**src/hackPkg.sv**
```systemverilog
package hackPkg;

    // data path and instruction field widths
    localparam int wordWidth  = 16;
    localparam int constWidth = 15;
    localparam int pcWidth    = 15;

    // bit 15 of the instruction picks the kind
    typedef enum logic {
        instrA = 1'b0,
        instrC = 1'b1
    } instrKindE;

    // encoded as in the three jump bits of a C-instruction
    typedef enum logic [2:0] {
        jmpNever  = 3'b000,
        jmpGt     = 3'b001,
        jmpEq     = 3'b010,
        jmpGe     = 3'b011,
        jmpLt     = 3'b100,
        jmpNe     = 3'b101,
        jmpLe     = 3'b110,
        jmpAlways = 3'b111
    } jumpCondE;

    // one record per executed instruction
    typedef struct packed {
        // address of the instruction itself
        logic [pcWidth-1:0]   pc;
        // A register as it was before execution
        logic [pcWidth-1:0]   addressM;
        // alu result
        logic [wordWidth-1:0] outM;
        logic                 writeM;
    } retireT;

endpackage

```
**src/hackDataRam.sv**
```systemverilog
`timescale 1ns/1ps

module hackDataRam #(
    parameter int addrWidth = 15,
    parameter int ramDepth  = 256
) (
    input  logic                          clk,
    input  logic [addrWidth-1:0]          address,
    input  logic [hackPkg::wordWidth-1:0] writeData,
    input  logic                          write,
    output logic [hackPkg::wordWidth-1:0] readData
);

    import hackPkg::*;

    localparam int indexWidth = $clog2(ramDepth);

    logic [wordWidth-1:0]  mem [ramDepth];
    logic [indexWidth-1:0] index;

    // addresses beyond the array fold back onto it
    assign index = indexWidth'(address % ramDepth);

    assign readData = mem[index];

    always_ff @(posedge clk) begin
        if (write) begin
            mem[index] <= writeData;
        end
    end

endmodule

```
**config.mk**
```make
export PLATFORM = sky130hd
export DESIGN_NAME = hackDataRam
export DESIGN_NICKNAME = d
export VERILOG_FILES = /design/src/hackPkg.sv /design/src/hackDataRam.sv
export SDC_FILE = /design/constraint.sdc
export NUM_CORES = 2
export LEC_CHECK = 0
export BUFFER_PORTS_ARGS = -buffer_cell sky130_fd_sc_hd__buf_2
export CAP_MARGIN = 20
export CORE_ASPECT_RATIO = 1.1
export CORE_UTILIZATION = 30
export CTS_CLUSTER_DIAMETER = 60
export DETAILED_ROUTE_END_ITERATION = 8
export GPL_ROUTABILITY_DRIVEN = 0
export SYNTH_ARGS = -nofsm -noshare
export SYNTH_HDL_FRONTEND = slang
export SYNTH_SLANG_ARGS = --single-unit
export TNS_END_PERCENT = 20
```
**constraint.sdc**
```tcl
create_clock -name clk -period 2.8 [get_ports clk]
set_clock_uncertainty 0.15 [all_clocks]
set_input_delay 0.14 -clock clk [delete_from_list [all_inputs] [get_ports clk]]
set_output_delay 0.14 -clock clk [all_outputs]
set_load 0.01 [all_outputs]
```
# Word-level counts from Yosys, hierarchy flattened
# Memory sizes are Yosys's and may differ from the RTL's.
# Index checks and enable logic that the tools add are counted.
# op_classes
muxes	2
# op_table
op	count
2-to-1 mux 1 bit	2
# word_totals
wordCells	3
ramBits	4096
register_bits	0
n_memories	1
inputBits	33
# mem_list
name	words	width	read_ports	rd_clocked_by_memory_dff	write_ports	line_no	rtl
mem	256	16	1	0	1	hackDataRam.sv:18	logic [wordWidth-1:0] mem [ramDepth];

# Depth between registers and ports, before layout
# depth
word_depth	2
depth_mapped	10
depth_no_buf	5

# Worst setup path after synthesis
# OpenSTA, ideal clock, no wires.
# synth_path
path_kind	input-to-reg
startpoint	input address[0]
endpoint	memory mem[145][0] (enable)
path_stages	7
setup_time_ps	409
path_slack_ps	-188
t_arrival_ps	2429
path_buffers	5
cell_sequence	clkbuf_1 > buf_6 > clkbuf_1 > buf_2 > nand2b_1 > clkbuf_1 > nor3_1
# synth_lines
item	line_no	rtl
from (decl)	hackDataRam.sv:8	input logic [addrWidth-1:0] address,
to (decl)	hackDataRam.sv:18	
# Straight into the memory's write port.

# Worst setup path after layout
# layout_path
startpoint	memory mem[247][7]
endpoint	output readData[7] (netlist name)
# layout_between
elab_chain_cells	1
# layout_rtl
item	line_no	rtl
memory read (256 x 16 bit)	n/a	
to (decl)	hackDataRam.sv:11	output logic [hackPkg::wordWidth-1:0] readData
# Every way passes these cells.

==> impl_metrics.csv <==
group,metric,value,unit
run_status,outcome,"finished, violations left",
run_status,failed_checks,"negative setup slack",
synthesis,ys_types,21,
synthesis,yosysSeqAreaShare,0.793,
synthesis,synth-seq-cells,4096,
power_and_ir_drop,sw_frac_of_total,0.213,
layout,reg_top3,"mem (4096)",
global_route,antenna_found_initial,25,
timing,layout_setup_ws,-1.43,ns
cts,clk_pin_slew_worst_paths,0.06,ns
synthesis,netlist_instances,6711,
synthesis,synthFlopType,"edfxtp_1",
cts,post_cts_buffers,0,
synthesis,synth_top_cell_area_share,0.793,
synthesis,synthSimpleGateAreaFrac,0.00909,
timing,fin_crit,4.23,ns
timing,fmax,237,MHz
die,rows,276,
synthesis,syn-mean-instance-area,23.1,um^2
synthesis,synth-compound-area-share,0.0367,
synthesis,async_flop_share,0,
layout,area_delta_synth_final,22.1,%
synthesis,syn_area,0.155,mm^2
cts,cts_tree,"done",
layout,largest_reg_flops,4096,
cts,cts_made_buffers,399,
layout,registers.top_by_ff_count,"mem",
job,max-cap-violations,0,
cts,cts-htree-levels,5,
timing,worst_pin_slew,1.19,ns
critical_path,endpoint_kind,"output pin",
global_route,grt_pass1_vias,78700,
synthesis,synth_area_leaders,"edfxtp_1, mux4_2, a22oi_1",
power_and_ir_drop,cellPowerDensity,682,mW/mm^2
synthesis,synth-xor-area-share,0,
route,ant_nets,0,
route,postRouteWirelength,416,mm
critical_path,crit_type,"flop to output pin",
route,initialDrtViolationCount,8150,
timing,hold_violations,0,
global_route,grt-ovfl-total,0,
timing,fin_crit_sh,1.51,
global_route,grt_max_degree,102,
global_route,grt_use_met1,0.205,
power_and_ir_drop,clkPwrFrac,0.422,
route,drc,0,
synthesis,synth_top_family_by_area,"multiplexers",
cts,cts_root_buf,"clkbuf_16",
power_and_ir_drop,ir_drop,0.000533,V
route,wl_per_cell,27.8,um
timing,relSlewSlack,0.209,
timing,tns,-19.04,ns
die,die_width,688,um
die,dieArea,0.520,mm^2
global_route,track_usage,0.156,
synthesis,synth_edf_count,4096,
synthesis,yosysWarnings,0,
cts,clock_path_buffers,4,
worst_hold_path,hold_path.class,"input port to flop",
cts,cts_sinks,4096,
global_route,grt_first_pass_wirelength,592,mm
power_and_ir_drop,combPwrFrac,0.055,
timing,slew_violations,0,
layout,post-route-util,0.368,
synthesis,synthTopCellsByCount,"edfxtp_1, mux4_2, a22oi_1",
layout,nets,7843,
synthesis,synth_fa_ha_area_frac,0,
synthesis,synth_most_common_cell,"edfxtp_1",
global_route,use_met2,0.266,
power_and_ir_drop,p_switching,27.5,mW
die,start_util,0.302,
synthesis,yosys.area.top_type,"edfxtp_1",
power_and_ir_drop,seqPwrFrac,0.523,
placed_design,hpwlAfterDp,263,mm
synthesis,syn_nets,6744,
die,design.core.area,0.514,mm^2
timing,fin_hold_ws,0.0820,ns
timing,finalSetupViolCount,16,
global_route,use_met3,0.0252,
route,firstDrtPassIters,5,
critical_path,start_kind,"flop",
die,io_pins,49,
critical_path,arrival,3.94,ns
route,vias_per_cell,5.11,
placed_design,portBuffers,41,
critical_path,worst-path-max-fanout,1,
critical_path,worstPathRequired,2.51,ns
power_and_ir_drop,leakagePower,58.5,nW
route,vias,76400,
power_and_ir_drop,power,129,mW
synthesis,synthMuxAreaShare,0.149,
die,die_h,756,um
power_and_ir_drop,cell_internal_pwr,102,mW
global_route,busiest_layer,"met2",
layout,drive_gt1_frac,0.363,
timing,rsz0062_at_grt,"true",
## cells in the final DEF, fill, tap and decap left out, drive strengths merged, types with 13 or more instances in the layout
cell type / count
a21oi: 256
a22oi: 512
buf: 1094
bufinv: 51
clkbuf: 475
clkinv: 170
clkinvlp: 25
dlygate4sd3: 24
edfxtp: 4096
inv: 17
mux4: 1024
nand2: 28
nand3: 13
nand4: 16
nor2: 232
nor3: 30
o41ai: 64
## per-layer routing
metal	wire length (um)	up-vias
li1	-	31300
met1	164000	41500
met2	208000	2998
met3	29500	648
met4	14800	6
met5	33	-
## kinds of logic after synthesis
kind of cell / count (synthesis)
flip-flops: 4096
multiplexers: 1024
AO/OA/AOI/OAI: 832
buffers and inverters: 421
AND/OR/NAND/NOR: 338
## power by group through the flow
stage	Sequential, mW	Clock (mW)	Combinational [mW]
6_report	67.6	54.5	7.05
5_1_grt	67.6	57.5	7.38
4_1_cts	67.6	55.3	7.07
3_5_place_dp	68.9	0	6.87
3_3_place_gp	68.9	0	6.74
2_1_floorplan	68.9	0	2.94
## area by class of cell
class,count,area (um^2)
antenna,9,22.5
clock buffer,475,10400
clock inverter,262,2830
fill,45800,325000
inverter,1,3.75
multi-input combinational,2194,31700
sequential,4096,123000
tap,6811,8520
timing repair buffer,1118,12900
## worst paths after layout
path / start / endpoint / slack [ns] / cells after the start
worst max-delay path: mem[247][7]$_DFFE_PP_ / readData[7] / -1.43 / 8
worst min-delay path: writeData[12] / mem[211][12]$_DFFE_PP_ / 0.08 / 2
## worst max-delay path: stages (launching register included)
cell      delay (ns)
edfxtp_1        0.36
mux4_2          0.48
a22oi_1         0.32
a21oi_1         0.19
o41ai_4         0.41
buf_6           0.18
nand4_1         0.53
buf_4           0.37
buf_6           0.12
## timing repair
action / 4_1_cts / 5_1_grt
pin swaps: 42 / 31
hold buffers: 24 / 0
endpoints found under the setup margin: 16 / 16
resized for setup: 151 / 59
hold endpoints to repair: 4191 / 0
## through the flow
stage	cell area, um^2	worst slack (ns)	std cells
floorplan	155000	-0.188	6711
global placement	175000	-1.69	14200
detailed placement	175000	-1.68	14200
CTS	189000	-1.49	15000
global route	189000	-1.49	15000
finish	189000	-1.43	15000
Power figures use the tool's default switching activity.
