**src/hackPkg.sv**
```systemverilog
package hackPkg;

    // data path and instruction field widths
    localparam int wordWidth  = 16;
    localparam int constWidth = 15;
    localparam int pcWidth    = 15;

    // bit 15 of the instruction picks the kind
    typedef enum logic {
        instrA = 1'b0,
        instrC = 1'b1
    } instrKindE;

    // encoded as in the three jump bits of a C-instruction
    typedef enum logic [2:0] {
        jmpNever  = 3'b000,
        jmpGt     = 3'b001,
        jmpEq     = 3'b010,
        jmpGe     = 3'b011,
        jmpLt     = 3'b100,
        jmpNe     = 3'b101,
        jmpLe     = 3'b110,
        jmpAlways = 3'b111
    } jumpCondE;

    // one record per executed instruction
    typedef struct packed {
        // address of the instruction itself
        logic [pcWidth-1:0]   pc;
        // A register as it was before execution
        logic [pcWidth-1:0]   addressM;
        // alu result
        logic [wordWidth-1:0] outM;
        logic                 writeM;
    } retireT;

endpackage

```
**src/claAdder.sv**
```systemverilog
`timescale 1ns/1ps

module claAdder #(
    parameter int width = 16
) (
    input  logic [width-1:0] a,
    input  logic [width-1:0] b,
    input  logic             cin,
    output logic [width-1:0] sum,
    output logic             cout
);

    localparam int numGroups = width / 4;

    logic [width-1:0]     p;
    logic [width-1:0]     g;
    logic [width-1:0]     carry;
    logic [numGroups-1:0] groupProp;
    logic [numGroups-1:0] groupGen;
    logic [numGroups:0]   groupCarry;

    // per-bit propagate and generate
    assign p = a | b;
    assign g = a & b;

    assign groupCarry[0] = cin;

    genvar gi;
    for (gi = 0; gi < numGroups; gi++) begin : lookahead
        logic [3:0] gp;
        logic [3:0] gg;
        logic       c0;

        assign gp = p[4*gi +: 4];
        assign gg = g[4*gi +: 4];
        assign c0 = groupCarry[gi];

        // carries inside the group, all from the group carry-in
        assign carry[4*gi]     = c0;
        assign carry[4*gi + 1] = gg[0] | (gp[0] & c0);
        assign carry[4*gi + 2] = gg[1] | (gp[1] & gg[0]) | (gp[1] & gp[0] & c0);
        assign carry[4*gi + 3] = gg[2] | (gp[2] & gg[1]) | (gp[2] & gp[1] & gg[0])
                               | (gp[2] & gp[1] & gp[0] & c0);

        // group propagate and generate
        assign groupProp[gi] = &gp;
        assign groupGen[gi]  = gg[3] | (gp[3] & gg[2]) | (gp[3] & gp[2] & gg[1])
                             | (gp[3] & gp[2] & gp[1] & gg[0]);

        // group carries ripple from one group to the next
        assign groupCarry[gi + 1] = groupGen[gi] | (groupProp[gi] & c0);
    end

    assign sum  = a ^ b ^ carry;
    assign cout = groupCarry[numGroups];

endmodule

```
**src/hackProgramCounter.sv**
```systemverilog
`timescale 1ns/1ps

module hackProgramCounter #(
    parameter int addrWidth = 15
) (
    input  logic                 clk,
    input  logic                 reset,
    input  logic                 advance,
    input  hackPkg::jumpCondE    jump,
    input  logic                 zr,
    input  logic                 ng,
    input  logic [addrWidth-1:0] target,
    output logic [addrWidth-1:0] pc
);

    import hackPkg::*;

    logic                 taken;
    logic [wordWidth-1:0] incSum;

    // jump decision from the alu flags
    always_comb begin
        case (jump)
            jmpNever:  taken = 1'b0;
            jmpGt:     taken = !zr && !ng;
            jmpEq:     taken = zr;
            jmpGe:     taken = !ng;
            jmpLt:     taken = ng;
            jmpNe:     taken = !zr;
            jmpLe:     taken = zr || ng;
            jmpAlways: taken = 1'b1;
            default:   taken = 1'b0;
        endcase
    end

    // pc + 1 through the carry-in
    claAdder #(
        .width(wordWidth)
    ) incrementer (
        .a   (wordWidth'(pc)),
        .b   ('0),
        .cin (1'b1),
        .sum (incSum),
        .cout()
    );

    always_ff @(posedge clk) begin
        if (reset) begin
            pc <= '0;
        end else if (advance) begin
            pc <= taken ? target : incSum[addrWidth-1:0];
        end
    end

endmodule

```
**config.mk**
```make
export PLATFORM = sky130hd
export DESIGN_NAME = hackProgramCounter
export DESIGN_NICKNAME = d
export VERILOG_FILES = /design/src/hackPkg.sv /design/src/claAdder.sv /design/src/hackProgramCounter.sv
export SDC_FILE = /design/constraint.sdc
export NUM_CORES = 1
export LEC_CHECK = 0
export BUFFER_PORTS_ARGS = -buffer_cell sky130_fd_sc_hd__buf_2
export CAP_MARGIN = 5
export CELL_PAD_IN_SITES_DETAIL_PLACEMENT = 1
export CELL_PAD_IN_SITES_GLOBAL_PLACEMENT = 2
export CORE_UTILIZATION = 23
export CTS_CLUSTER_SIZE = 25
export DETAILED_ROUTE_END_ITERATION = 6
export PLACE_DENSITY_LB_ADDON = 0.12
export SYNTH_ARGS = -nofsm -noshare
export SYNTH_HDL_FRONTEND = slang
export SYNTH_SLANG_ARGS = --single-unit
```
**constraint.sdc**
```tcl
create_clock -name clk -period 1.6 [get_ports clk]
set_input_delay 0.32 -clock clk [delete_from_list [all_inputs] [get_ports clk]]
set_output_delay 0.32 -clock clk [all_outputs]
set_load 0.05 [all_outputs]
```
-- Word level (Yosys, flattened, before mapping)
Index checks and enable logic that the tools add are counted.
- eq/ne operators: 7
- muxes and demuxes: 2
- bitwise gates (word level): 21
- reductions and logical operators: 8
- operators with widths (operator ; count):
    1-bit AND ; 20
    15-bit 2-to-1 mux ; 1
    15-bit bitwise XOR ; 1
    3-bit == test (second input constant) ; 4
    4-bit AND reduction ; 3
    1-bit one-hot mux with 8 select lines ; 1
    3-bit by 2-bit == test with 1-bit output (second input constant) ; 2
    3-bit by 1-bit == test with 1-bit output (second input constant) ; 1
    3-bit zero test ; 1
    1-bit zero test ; 2
    1-bit logical AND ; 1
    1-bit logical OR ; 1
- register bits after elaboration: 15
- output and inout bits: 15

-- Longest topological paths before layout
- depth in word-level cells: 6
- gate-level depth with buffers: 9
- gate-level depth less buffers: 9

-- Modules after synthesis
A second synthesis with hierarchy kept.
- cell total of the unflattened synthesis: 237
- area, all modules: 1909.3 um^2
- by module, submodules not included (module ; times used ; cells an instance ; area an instance (um^2)):
    claAdder ; 1 ; 144 ; 1082.3
    hackProgramCounter ; 1 ; 93 ; 827.0

-- Worst setup path after synthesis
No wires, ideal clock.
- path kind: reg-to-reg
- start point: register pc[0]
- end point: register pc[11]
- library setup time: 0.074 ns
- arrival time: 2.031 ns
- required time: 1.526 ns
- setup slack: -0.506 ns
- cell stages (with the launch flop): 7
- buffers on the path: 0
- period minus slack after synthesis: 2.106 ns
- cell sequence: dfxtp_1 ha_1 nand3_1 nor2_1 nand4_1 or4b_1 a31oi_1
- cells in the longest elaborated chain, start to end: 5
- RTL lines (what ; RTL line ; source):
    from (decl) ; hackProgramCounter.sv:13 ; output logic [addrWidth-1:0] pc
    from (signal assigned) ; hackProgramCounter.sv:51 ; pc <= taken ? target : incSum[addrWidth-1:0];
    4-bit AND reduction ; claAdder.sv:46 ; assign groupProp[gi] = &gp;
    1-bit AND ; claAdder.sv:51 ; assign groupCarry[gi + 1] = groupGen[gi] | (groupProp[gi] & c0);
    1-bit AND ; claAdder.sv:43 ; | (gp[2] & gp[1] & gp[0] & c0);
    15-bit bitwise XOR ; claAdder.sv:54 ; assign sum = a ^ b ^ carry;
    15-bit 2-to-1 mux ; hackProgramCounter.sv:51 ;
No other way between the ends.
A chain may end at the register's enable or synchronous reset.

-- Final worst setup path
- start point: register pc[1]
- end point: register pc[13]
- cells in the longest elaborated chain, start to end: 6
- RTL lines (what ; RTL line ; source):
    4-bit AND reduction ; claAdder.sv:46 ;
    1-bit AND (2 in a row) ; claAdder.sv:51 ;
    1-bit AND ; claAdder.sv:40 ; assign carry[4*gi + 1] = gg[0] | (gp[0] & c0);
    15-bit bitwise XOR ; claAdder.sv:54 ;
    15-bit 2-to-1 mux ; hackProgramCounter.sv:51 ;
No other way between the ends.

==> out/summary.md <==
Summing all flip-flop and latch instances after layout gives 315 um2. Number of cell instances on the worst register-to-register path: 9. The logs give 624 MHz for the maximum frequency from static timing analysis and 16.1% for the overall track demand over capacity in global routing. TritonCTS built the clock tree. The flow ran to the end, but the final reports show violations.

The post-route met1 wirelength is 1.40 mm, and the count of cells along the worst hold path is 3. The height of the die works out to 65.9 um. The worst path buffer plus inverter count works out to 0. For this block, the initial DRC count from the detailed router was 18. Slowest cell on the critical path: sky130_fd_sc_hd__dfxtp_4. The first global-routing pass estimated 5.18 mm of wire.

Distinct cell type count after synthesis: 31. The critical path goes through ha_4 -> nand3_4 -> nor2_4 -> nand4_1 -> nor2_1 -> ha_1 -> nor2b_1 -> mux2i_1 -> o2bb2ai_1. Each instance of the synthesized netlist takes up on average 7.95 um2.

The critical path crosses 9 cells after its start point. 0 antenna diodes ended up in the layout. Setup repair after global routing could not meet its margin everywhere. The tools report the synthesized netlist cell count as 118. Dividing total power by cell area gives a power density of 799 mW/mm2. For this run, design rule violations remaining after detail routing come to 0.

The largest registers in the layout are pc: 15 flops. The time the final worst path needs with I/O delays and setup was 1600 ps. Entering global routing, the biggest net connects 18 pins. The worst setup slack after layout came out at -3.49 ps. For this run, the register share of the synthesized area comes to 32.0%. Of all nets on the critical path, the largest fanout is 3. Clock slew seen by the registers of the worst setup and hold paths: 70 ps. Of the post-synthesis cell area, the dominant cell type holds 32.0%. The detail route stage leaves a number of antenna-violating nets equal to 0. The cell area that synthesis handed to floorplanning was 938 um2. Detailed routing placed a total of 109 um of wire on met3. The number of synthesized flops with an enable pin works out to 0. The data required time at the worst endpoint came out at 1790 ps. Cell type with the highest aggregate area in the netlist: sky130_fd_sc_hd__dfxtp_1. The final layout contains routed wiring with a total length of 3.12 mm. STA classifies the critical path endpoint as a register.

By startpoint and endpoint, the worst setup path is classified as register to register. The setup violation total in the final timing report came out at 1. The predominant post-synthesis flop cell is sky130_fd_sc_hd__dfxtp_1. The commonest cells after synthesis are 15 x sky130_fd_sc_hd__dfxtp_1, 12 x sky130_fd_sc_hd__nand2_1, 10 x sky130_fd_sc_hd__nor2_1, 10 x sky130_fd_sc_hd__nor2b_1, 7 x sky130_fd_sc_hd__inv_1.

The run gives 0 as the reported max-cap violation count. The final weighted congestion in routability-driven placement is 0.665. The checks that failed: negative setup slack. Prior to clock tree synthesis, the placed netlist has a worst setup slack of -63.3 ps.

For the worst-skew pair, the clock arrives at the later sink with an insertion delay of 260 ps. By instance count, the leading cell after synthesis is sky130_fd_sc_hd__dfxtp_1. Final-report max-slew violation count: 0.

The category of the worst setup path launch point was a register. The deepest level of the CTS H-tree was 1. The register ranked first by flip-flop count was pc. The cell sitting at the root of the clock tree is a sky130_fd_sc_hd__clkbuf_8. The number of port buffers is 37. The floorplan has 22 rows. Synthesized flop and latch total: 15. In the final layout, the share of cells above drive strength 1 is 40.6%.

The region available for standard cell placement spans 0.00380 mm2. Highest routed metal layer: met4. After detailed routing, the number of vias per cell comes to 5.03. The tools report the effective utilization at floorplan as 24.7%. The total overflow left after global routing is 0. The tools report the static leakage as 0.587 nW.

The slew at the pin closest to its max-slew limit works out to 405 ps. The initial antenna violation count is 0. The biggest cell delay along the critical path was 360 ps. The share of synthesized registers carrying an async set or reset was 0%. Dividing the detail-routed wire length by the instance count gives 14.6 um. The number of nets in the synthesized netlist is 145. The number of inserted filler cells in the final layout was 478. Detailed placement finished with a half-perimeter wire length of 2.33 mm. Before antenna repair, the detailed router went through 4 iterations. Clock skew on the completed layout was measured at 1.39 ps.

The minimum hold slack is 311 ps, and the detailed-routed wire length on met2 is 1.54 mm. Grouping stages by cell kind, the critical path spends the most delay in simple AND/OR/NAND/NOR gates. The buffer depth of the longest clock path was 2; the total clock sinks was 15. The worst path uses 100% of the clock period. Ranked by total cell area, the synthesized netlist is headed by sky130_fd_sc_hd__dfxtp_1 32%, sky130_fd_sc_hd__nor2b_1 6.7%, sky130_fd_sc_hd__mux2i_1 6.4%.

The arrival time of data at the critical path endpoint was 1790 ps; the top-level I/O count was 38. In this run the tightest slew margin relative to its limit is 73.0%. Buffers inserted during clock tree synthesis total 3.

The Yosys step of the flow raised 0 warnings. The x dimension of the die works out to 65.9 um. The tools report the count of final hold-check violations as 0. For the count of nets after finishing, the log shows 193. The number of global-route vias before repair was 1125; the area enclosed by the die boundary was 0.00434 mm2. The tools report the total number of vias as 1071. Class of the worst hold path: primary input to register. The flip-flop count of the largest register after layout is 15, and the area of the multi-input gates is 626 um2. Worst ir drop on vdd: 0.314 mV.

The synthesis-to-finish area growth was 44.5%.
-- through the flow --
step	instance area (um2)	std cells	power, mW	TNS [ps]	util [%]
2_1_floorplan	973	118	0.646	-62.6	-
3_3_place_gp	1290	209	0.757	-85.6	33.9
3_5_place_dp	1290	209	0.763	-212	33.9
4_1_cts	1350	213	1.10	0	35.4
5_1_grt	1360	213	1.16	-372	35.7
6_report	1360	213	1.08	-3.49	35.7
-- layout by cell type, fill, tap and decap left out, types with 2 or more instances in the layout --
cell	instances
sky130_fd_sc_hd__nor2_1	9
sky130_fd_sc_hd__ha_1	3
sky130_fd_sc_hd__dfxtp_2	6
sky130_fd_sc_hd__o2bb2ai_1	4
sky130_fd_sc_hd__o21ai_0	5
sky130_fd_sc_hd__dfxtp_4	2
sky130_fd_sc_hd__a21oi_1	3
sky130_fd_sc_hd__o32ai_1	3
sky130_fd_sc_hd__clkbuf_8	3
sky130_fd_sc_hd__nor2b_1	10
sky130_fd_sc_hd__a31oi_1	3
sky130_fd_sc_hd__nand3_1	3
sky130_fd_sc_hd__a311oi_1	4
sky130_fd_sc_hd__mux2i_1	6
sky130_fd_sc_hd__nand4_1	4
sky130_fd_sc_hd__inv_1	7
sky130_fd_sc_hd__buf_4	13
sky130_fd_sc_hd__nand2_1	12
sky130_fd_sc_hd__dfxtp_1	7
sky130_fd_sc_hd__a21boi_0	2
sky130_fd_sc_hd__buf_2	37
sky130_fd_sc_hd__nand2b_1	2
-- power by group --
group	internal (mW)	switching (mW)	total [mW]
Combinational	0.115	0.206	0.320
Clock	0.173	0.155	0.328
Sequential	0.403	0.0316	0.434
-- tightest hold or removal path, cell delays in order --
cell and delay, ps:
sky130_fd_sc_hd__buf_2 100, sky130_fd_sc_hd__nand2_1 40, sky130_fd_sc_hd__a311oi_1 70
-- path summary, 6_finish.rpt --
kind	from	slack, ps	endpoint
setup / recovery	pc[1]	-3	pc[13]
hold / removal	target[4]	310	pc[4]
setup reg to reg	pc[1]	-3	pc[13]
hold reg to reg	pc[7]	500	pc[7]
-- timing repair --
item / in CTS / in global routing
endpoints found under the hold margin: 0 / 0
pin swaps: 0 / 2
endpoints found under the setup margin: 2 / 5
setup buffers: 0 / 0
hold buffers: 0 / 0
gates resized for setup: 2 / 2
-- cell type report --
class	count	share of cell area [%]
Clock inverter	1	0.369
Inverter	7	1.94
Sequential cell	15	23.2
Clock buffer	3	3.04
Multi-Input combinational cell	89	46.1
Tap cell	48	4.43
Timing Repair Buffer	50	20.8
-- logic make-up after synthesis --
| logic type | after synthesis | share of synthesized area, % |
|---|---|---|
| buf+inv | 14 | 6.00 |
| flops | 15 | 32.0 |
| compound gates | 31 | 24.1 |
| simple gates | 48 | 26.1 |
| fa+ha+maj | 4 | 5.33 |
| mux | 6 | 6.40 |
-- metal layers --
metal	vias to the layer above	global-route usage, %
li1	529	-
met1	515	18.1
met2	22	28.6
met3	5	2.76
met4	0	8.15
met5	-	0
(Power assumes the default switching activity.)
