<file path="config.mk">
export PLATFORM = sky130hd
export DESIGN_NAME = hackAlu_flat
export DESIGN_NICKNAME = d
export VERILOG_FILES = /design/src/hackPkg.sv /design/src/hackAluCtrlIf.sv /design/src/claAdder.sv /design/src/hackAlu.sv /design/src/flat_wrapper.sv
export SDC_FILE = /design/constraint.sdc
export NUM_CORES = 1
export LEC_CHECK = 0
export BUFFER_PORTS_ARGS = -buffer_cell sky130_fd_sc_hd__buf_2
export CAP_MARGIN = 10
export CORE_ASPECT_RATIO = 0.8
export CORE_MARGIN = 4
export CORE_UTILIZATION = 60
export DETAILED_ROUTE_END_ITERATION = 12
export PLACE_DENSITY_LB_ADDON = 0.05
export RECOVER_POWER = 100
export SYNTH_ARGS = -nofsm -noshare
export SYNTH_HDL_FRONTEND = slang
export SYNTH_SLANG_ARGS = --single-unit
</file>
<file path="constraint.sdc">
create_clock -name vclk -period 24.4
set_input_delay 7.32 -clock vclk [all_inputs]
set_output_delay 7.32 -clock vclk [all_outputs]
set_load 0.005 [all_outputs]
</file>
<file path="src/hackPkg.sv">
package hackPkg;

    // data path and instruction field widths
    localparam int wordWidth  = 16;
    localparam int constWidth = 15;
    localparam int pcWidth    = 15;

    // bit 15 of the instruction picks the kind
    typedef enum logic {
        instrA = 1'b0,
        instrC = 1'b1
    } instrKindE;

    // encoded as in the three jump bits of a C-instruction
    typedef enum logic [2:0] {
        jmpNever  = 3'b000,
        jmpGt     = 3'b001,
        jmpEq     = 3'b010,
        jmpGe     = 3'b011,
        jmpLt     = 3'b100,
        jmpNe     = 3'b101,
        jmpLe     = 3'b110,
        jmpAlways = 3'b111
    } jumpCondE;

    // one record per executed instruction
    typedef struct packed {
        // address of the instruction itself
        logic [pcWidth-1:0]   pc;
        // A register as it was before execution
        logic [pcWidth-1:0]   addressM;
        // alu result
        logic [wordWidth-1:0] outM;
        logic                 writeM;
    } retireT;

endpackage

</file>
<file path="src/hackAluCtrlIf.sv">
`timescale 1ns/1ps

// the six Hack ALU control bits, from the decoder to the ALU
interface hackAluCtrlIf;

    // zero and negate x
    logic zx;
    logic nx;
    // zero and negate y
    logic zy;
    logic ny;
    // add when set, and otherwise
    logic f;
    // negate the result
    logic no;

    modport decoder (
        output zx, nx, zy, ny, f, no
    );

    modport alu (
        input zx, nx, zy, ny, f, no
    );

endinterface

</file>
<file path="src/claAdder.sv">
`timescale 1ns/1ps

module claAdder #(
    parameter int width = 16
) (
    input  logic [width-1:0] a,
    input  logic [width-1:0] b,
    input  logic             cin,
    output logic [width-1:0] sum,
    output logic             cout
);

    localparam int numGroups = width / 4;

    logic [width-1:0]     p;
    logic [width-1:0]     g;
    logic [width-1:0]     carry;
    logic [numGroups-1:0] groupProp;
    logic [numGroups-1:0] groupGen;
    logic [numGroups:0]   groupCarry;

    // per-bit propagate and generate
    assign p = a | b;
    assign g = a & b;

    assign groupCarry[0] = cin;

    genvar gi;
    for (gi = 0; gi < numGroups; gi++) begin : lookahead
        logic [3:0] gp;
        logic [3:0] gg;
        logic       c0;

        assign gp = p[4*gi +: 4];
        assign gg = g[4*gi +: 4];
        assign c0 = groupCarry[gi];

        // carries inside the group, all from the group carry-in
        assign carry[4*gi]     = c0;
        assign carry[4*gi + 1] = gg[0] | (gp[0] & c0);
        assign carry[4*gi + 2] = gg[1] | (gp[1] & gg[0]) | (gp[1] & gp[0] & c0);
        assign carry[4*gi + 3] = gg[2] | (gp[2] & gg[1]) | (gp[2] & gp[1] & gg[0])
                               | (gp[2] & gp[1] & gp[0] & c0);

        // group propagate and generate
        assign groupProp[gi] = &gp;
        assign groupGen[gi]  = gg[3] | (gp[3] & gg[2]) | (gp[3] & gp[2] & gg[1])
                             | (gp[3] & gp[2] & gp[1] & gg[0]);

        // group carries ripple from one group to the next
        assign groupCarry[gi + 1] = groupGen[gi] | (groupProp[gi] & c0);
    end

    assign sum  = a ^ b ^ carry;
    assign cout = groupCarry[numGroups];

endmodule

</file>
<file path="src/hackAlu.sv">
`timescale 1ns/1ps

module hackAlu (
    input  logic [hackPkg::wordWidth-1:0] x,
    input  logic [hackPkg::wordWidth-1:0] y,
    hackAluCtrlIf.alu                     ctrl,
    output logic [hackPkg::wordWidth-1:0] out,
    output logic                          zr,
    output logic                          ng
);

    import hackPkg::*;

    logic [wordWidth-1:0] xZero;
    logic [wordWidth-1:0] xIn;
    logic [wordWidth-1:0] yZero;
    logic [wordWidth-1:0] yIn;
    logic [wordWidth-1:0] andOut;
    logic [wordWidth-1:0] addOut;
    logic [wordWidth-1:0] fOut;

    // x stage
    assign xZero = ctrl.zx ? '0 : x;
    assign xIn   = ctrl.nx ? ~xZero : xZero;

    // y stage
    assign yZero = ctrl.zy ? '0 : y;
    assign yIn   = ctrl.ny ? ~yZero : yZero;

    assign andOut = xIn & yIn;

    // lookahead adder, carry out is not part of the Hack result
    claAdder #(
        .width(wordWidth)
    ) adder (
        .a   (xIn),
        .b   (yIn),
        .cin (1'b0),
        .sum (addOut),
        .cout()
    );

    assign fOut = ctrl.f ? addOut : andOut;

    // optional output negate
    assign out = ctrl.no ? ~fOut : fOut;

    // flags
    assign zr = (out == '0);
    assign ng = out[wordWidth-1];

endmodule

</file>
<file path="src/flat_wrapper.sv">
// flat-port wrapper written by rule: the top's interface ports become plain ports
module hackAlu_flat import hackPkg::*;
  (x, y, out, zr, ng, ctrl_zx, ctrl_nx, ctrl_zy, ctrl_ny, ctrl_f, ctrl_no);
  hackAluCtrlIf ctrl_i ();
  input  logic [hackPkg::wordWidth-1:0] x;
  input  logic [hackPkg::wordWidth-1:0] y;
  output logic [hackPkg::wordWidth-1:0] out;
  output logic zr;
  output logic ng;
  input wire logic [$bits(ctrl_i.zx)-1:0] ctrl_zx;
  input wire logic [$bits(ctrl_i.nx)-1:0] ctrl_nx;
  input wire logic [$bits(ctrl_i.zy)-1:0] ctrl_zy;
  input wire logic [$bits(ctrl_i.ny)-1:0] ctrl_ny;
  input wire logic [$bits(ctrl_i.f)-1:0] ctrl_f;
  input wire logic [$bits(ctrl_i.no)-1:0] ctrl_no;
  assign ctrl_i.zx = ctrl_zx;
  assign ctrl_i.nx = ctrl_nx;
  assign ctrl_i.zy = ctrl_zy;
  assign ctrl_i.ny = ctrl_ny;
  assign ctrl_i.f = ctrl_f;
  assign ctrl_i.no = ctrl_no;
  hackAlu u_core (.x(x), .y(y), .ctrl(ctrl_i), .out(out), .zr(zr), .ng(ng));
endmodule
</file>
# Word level (Yosys, flattened, before mapping)
# Index checks and enable logic that the tools add are counted.
[totals] input_bits=38 reg_bits=0 word_cells=96 output_inout_bits=18
[op_classes] muxes=6 reduce_logical=3 n_bitwise=87
[op_table] op="16-bit two-way mux" count=6
[op_table] op="1-bit AND" count=48
[op_table] op="16-bit NOT" count=3
[op_table] op="1-bit OR" count=32
[op_table] op="16-bit XOR" count=2
[op_table] op="16-bit AND" count=1
[op_table] op="16-bit logical NOT" count=1
[op_table] op="15-bit OR" count=1
[op_table] op="4-bit AND reduction" count=2

# Longest topological paths before layout
[logic_depth] word_depth=19 mapped_depth=18 depth_no_buf=17

# By module
# A second synthesis with hierarchy kept.
[unflattened] hier_cells=330 area_unflattened_um2=2311.0
[by_module_without_submodules] mod="hackAlu" area_per_inst_um2=1228.7 n_inst=1 cells_each=186 seq_area_each_um2=0.0
[by_module_without_submodules] mod="claAdder" area_per_inst_um2=1082.3 n_inst=1 cells_each=144 seq_area_each_um2=0.0

# Worst setup path after synthesis
# No wires, ideal clock.
[synth_path] path_kind="in2out" startpoint="in ctrl_nx" endpoint="out zr" setup_slack_ns=6.393 t_required_ns=17.080 stages=16 arrival_time_ns=10.687 path_buffers=2 path_cell_list="clkbuf_1 -> clkbuf_1 -> xnor2_1 -> ha_1 -> a21oi_2 -> o21a_2 -> a2bb2oi_1 -> o211ai_1 -> fa_1 -> xnor2_1 -> a21oi_1 -> xor2_1 -> nor4_1 -> nand3_1 -> nor4_2 -> o21a_1"
[synth_via] elab_chain_cells=17 elab_cells_between_ends=91 cone_classes="mux (3); bitwise (85); reduce/logical (3)"
[synth_rtl] element="start: declaration" line_no="flat_wrapper.sv:11" rtl="input wire logic [$bits(ctrl_i.nx)-1:0] ctrl_nx;"
[synth_rtl] element="16-bit two-way mux *" line_no="hackAlu.sv:24" rtl="assign xIn = ctrl.nx ? ~xZero : xZero;"
[synth_rtl] element="15-bit OR or 16-bit AND (tied branches)" line_no="claAdder.sv:23, hackAlu.sv:30"
[synth_rtl] element="1-bit AND (on tied branches)" line_no="claAdder.sv:47, claAdder.sv:48"
[synth_rtl] element="1-bit OR (tied with other cells)" line_no="claAdder.sv:47" rtl="assign groupGen[gi] = gg[3] | (gp[3] & gg[2]) | (gp[3] & gp[2] & gg[1])"
[synth_rtl] element="1-bit OR or 1-bit AND (tied branches)" line_no="claAdder.sv:47, claAdder.sv:48"
[synth_rtl] element="1-bit OR" line_no="claAdder.sv:48" rtl="| (gp[3] & gp[2] & gp[1] & gg[0]);"
[synth_rtl] element="1-bit AND" line_no="claAdder.sv:51" rtl="assign groupCarry[gi + 1] = groupGen[gi] | (groupProp[gi] & c0);"
[synth_rtl] element="1-bit OR" line_no="claAdder.sv:51"
[synth_rtl] element="(+2 left out)"
[synth_rtl] element="1-bit AND" line_no="claAdder.sv:40" rtl="assign carry[4*gi + 1] = gg[0] | (gp[0] & c0);"
[synth_rtl] element="1-bit OR" line_no="claAdder.sv:40"
[synth_rtl] element="16-bit XOR" line_no="claAdder.sv:54" rtl="assign sum = a ^ b ^ carry;"
[synth_rtl] element="16-bit two-way mux *" line_no="hackAlu.sv:43" rtl="assign fOut = ctrl.f ? addOut : andOut;"
[synth_rtl] element="16-bit NOT" line_no="hackAlu.sv:46" rtl="assign out = ctrl.no ? ~fOut : fOut;"
[synth_rtl] element="16-bit two-way mux *" line_no="hackAlu.sv:46"
[synth_rtl] element="net out (one bit)" line_no="flat_wrapper.sv:7" rtl="output logic [hackPkg::wordWidth-1:0] out;"
[synth_rtl] element="16-bit logical NOT *" line_no="hackAlu.sv:49" rtl="assign zr = (out == '0);"
[synth_rtl] element="end: declaration" line_no="flat_wrapper.sv:8" rtl="output logic zr;"
# Mark *: on every way through the listed nets, which the timed path passes. The rest lies on a longest branch.

# Worst setup path after layout
[layout_path] startpoint="in ctrl_nx" endpoint="out zr"
[layout_via] elab_chain_cells=17 elab_cells_between_ends=91 cone_classes="mux (3); bitwise (85); reduce/logical (3)"
[layout_rtl] element="16-bit two-way mux *" line_no="hackAlu.sv:24"
[layout_rtl] element="15-bit OR or 16-bit AND (tied branches)" line_no="claAdder.sv:23, hackAlu.sv:30"
[layout_rtl] element="1-bit AND (on tied branches)" line_no="claAdder.sv:47, claAdder.sv:48"
[layout_rtl] element="1-bit OR (tied with other cells)" line_no="claAdder.sv:47"
[layout_rtl] element="1-bit OR or 1-bit AND (tied branches)" line_no="claAdder.sv:47, claAdder.sv:48"
[layout_rtl] element="1-bit OR" line_no="claAdder.sv:48"
[layout_rtl] element="1-bit AND" line_no="claAdder.sv:51"
[layout_rtl] element="1-bit OR" line_no="claAdder.sv:51"
[layout_rtl] element="1-bit AND" line_no="claAdder.sv:51"
[layout_rtl] element="1-bit OR" line_no="claAdder.sv:51"
[layout_rtl] element="1-bit AND (on tied branches)" line_no="claAdder.sv:40, claAdder.sv:41, claAdder.sv:43"
[layout_rtl] element="1-bit OR (on tied branches)" line_no="claAdder.sv:40, claAdder.sv:41, claAdder.sv:43"
[layout_rtl] element="16-bit XOR" line_no="claAdder.sv:54"
[layout_rtl] element="16-bit two-way mux *" line_no="hackAlu.sv:43"
[layout_rtl] element="16-bit NOT" line_no="hackAlu.sv:46"
[layout_rtl] element="16-bit two-way mux *" line_no="hackAlu.sv:46"
[layout_rtl] element="16-bit logical NOT *" line_no="hackAlu.sv:49"
# Every way passes the cells marked *; elsewhere a longest branch is shown, timed or not.

==> summary.md <==
| Metric | Value |
|---|---|
| Chip Width | between 70 and 80 um |
| Top-count cell post-synth | xnor2_1 |
| Worst-margin pin slew | around 1.1 ns |
| Final worst path period share | ~77% |
| Largest family of logic cells by synthesized area | XOR/XNOR gates |
| Post-DP HPWL | about 3600 um |
| Yosys warning count | 0 |
| Core Area | between 3000 and 4000 um^2 |
| Final core occ | a little over two thirds |
| Post-synthesis mux area share | around 5.5% |
| Adder-Cell Fraction of Synth Area | roughly a quarter |
| Synth top area share | 23.44% |
| Status | complete, no violations |
| Placed insts | between 300 and 400 |
| RSZ-0062 raised after global routing | false |
| Final setup fails | 0 |
| First-pass GRT wire length | 6906 um |
| Syn Nets | ~320 |
| Register area | 0 um^2 |
| Hold path startpoint | ctrl_no |
| Antenna violations before repair | 0 |
| Power, Total | between 0.07 and 0.08 mW |
| Min Tclk post-route | 18.72 ns |
| Initial drt markers | 73 |
| Hold Fails Final Rpt | 0 |
| Crit end category | primary output |
| WP data required | 17.08 ns |
| Fmax | 53.43 MHz |
| Min Hold Slack | about 15 ns |
| Worst-case hold path end point | out[14] |
| Hold_buf cts | 0 |
| Power Density | about 36 nW/um^2 |
| Setup CP Type | in2out |
| Synth unique cells | 43 |
| Pre-Repair DR Iteration Count | 4 |
| Num sequential | 0 |
| Wirelength, routed | 4107 um |
| CTS resizes | 0 |
| Pin count of the biggest net entering global routing | 28 |
| Height of the chip | slightly below 60 um |
| Vias per std cell | slightly below 5 |
| Hold depth | 3 |
| Avg Inst Size Synth | between 7 and 8 um^2 |
| Initial Util | between 60% and 70% |
| Cell Count, Final, Fillers Out | ~330 |
| Final nets | about 370 |
| Setup Fix Bufs, Post-CTS | 0 |
| Yosys top cell by area | xnor2_1 |
| Worst slew margin | 29.66% |
| Total grt overflow | 0 |
| FP Rows | 18 |
| Synth Area in Simple Gates | 22.13% |
| Crit path max fanout | 16 |
| ANT nets after route | 0 |
| Die area | roughly 4100 um^2 |
| Total GRT Usage | about a fifth |
| IO Port Bufs | 56 |
| Placer congestion estimate | roughly 0.87 |
| Cell count after synthesis | 250 |
| Area grow syn2layout | 11.69% |
| Ratio of cells with drive above 1 in the final layout | roughly a fifth |
| Post-Route Setup TNS | 0 ns |
| Compound-Gate Fraction of Synth Area | between 10% and 20% |
| Via count | roughly 1,700 |
| Crit start category | input port |
| Clock buf count | 0 |
| Critical path arrival | between 10 and 15 ns |
| Top post-synthesis cells by area | xnor2_1 23%, ha_1 20%, nand2b_1 11% |
| Worst vdd ir | 0.01604 mV |
| Slew Limit Fails | 0 |
| ANT cells | 0 |
| Synthesized area | approximately 1900 um^2 |
| Vias in the first global route | between 1,000 and 1,500 |
| Leak | 1.047 nW |
| XOR/XNOR Fraction of Synth Area | 25.28% |
| I/O pins | 56 |
| Hold crit path type | in2out |
| Seq/Total Area, Yosys | 0% |
| Routed len/inst | about 12 um |
| Fill cells | just under 300 |
| Post-synth top cells | 51 x xnor2_1, 37 x inv_1, 33 x nand2b_1, 30 x ha_1, 13 x nor2_1 |
| Post-route DRC | 0 |
| Max-Cap Viols | 0 |
## cells in the final DEF, fill, tap and decap left out, types with 5 or more instances in the layout
master / n
buf_2: 46
nor3_1: 5
ha_1: 30
xnor2_1: 51
nor2b_1: 5
nand2b_1: 33
nor2_1: 14
clkbuf_1: 6
inv_1: 37
mux2i_1: 9
a21oi_1: 9
## cell families (layout without fill, tap and decap cells)
logic type,count (synthesis),count (layout)
buf+inv,50,94
fa+ha+maj,34,34
mux,10,10
compound gates,28,28
simple gates,73,73
xor+xnor,55,55
## power breakdown
part	switching (mW)	internal (mW)	leakage (nW)
Clock	0	0	0
Sequential	0	0	0
Combinational	0.0407	0.0359	1.05
Total	0.0407	0.0359	1.05
## worst max-delay path, cell delays in order
cell      delay (ns)
clkbuf_1        0.76
xnor2_1         0.25
inv_1           0.16
ha_1            0.22
nor2_1          0.07
a221oi_2        0.23
a21oi_1         0.15
a211oi_1        0.40
inv_1           0.10
fa_1            0.39
xnor2_1         0.18
a21oi_1         0.10
xor2_1          0.18
nor4_1          0.30
nand3_1         0.11
nor4_1          0.18
o21a_1          0.16
buf_2           0.10
## how the worst max path moves through the flow
stage	startpoint	to	slack, ns
after floorplan	ctrl_nx	zr	6.39
after global placement	ctrl_ny	zr	6.41
after detailed placement	ctrl_ny	zr	6.34
after CTS	ctrl_ny	zr	6.31
after global routing	ctrl_nx	zr	5.38
final	ctrl_nx	zr	5.68
## per-stage QoR
step                      worst slack, ns  instance area (um^2)
final                               5.684                  2128
after global routing                5.381                  2128
after CTS                           6.306                  2176
after detailed placement            6.338                  2176
after global placement              6.407                  2176
after floorplan                     6.393                  1906
## metal layers
metal	share of wire, %	track usage (%)	vias up
met3	6.2	0.5119	0
li1	-	-	879
met1	55	31.42	727
met5	0	0	-
met2	39	32.23	51
met4	0	0	0
## final cells by class
| class | count | area, um^2 | share of cell area [%] |
|---|---|---|---|
| multi-input combinational | 200 | 1663 | 78.13 |
| timing repair buffer | 56 | 272.8 | 12.82 |
| inverter | 38 | 142.6 | 6.702 |
| tap | 40 | 50.05 | 2.352 |
Note: power is estimated with default switching activity, not from simulation.
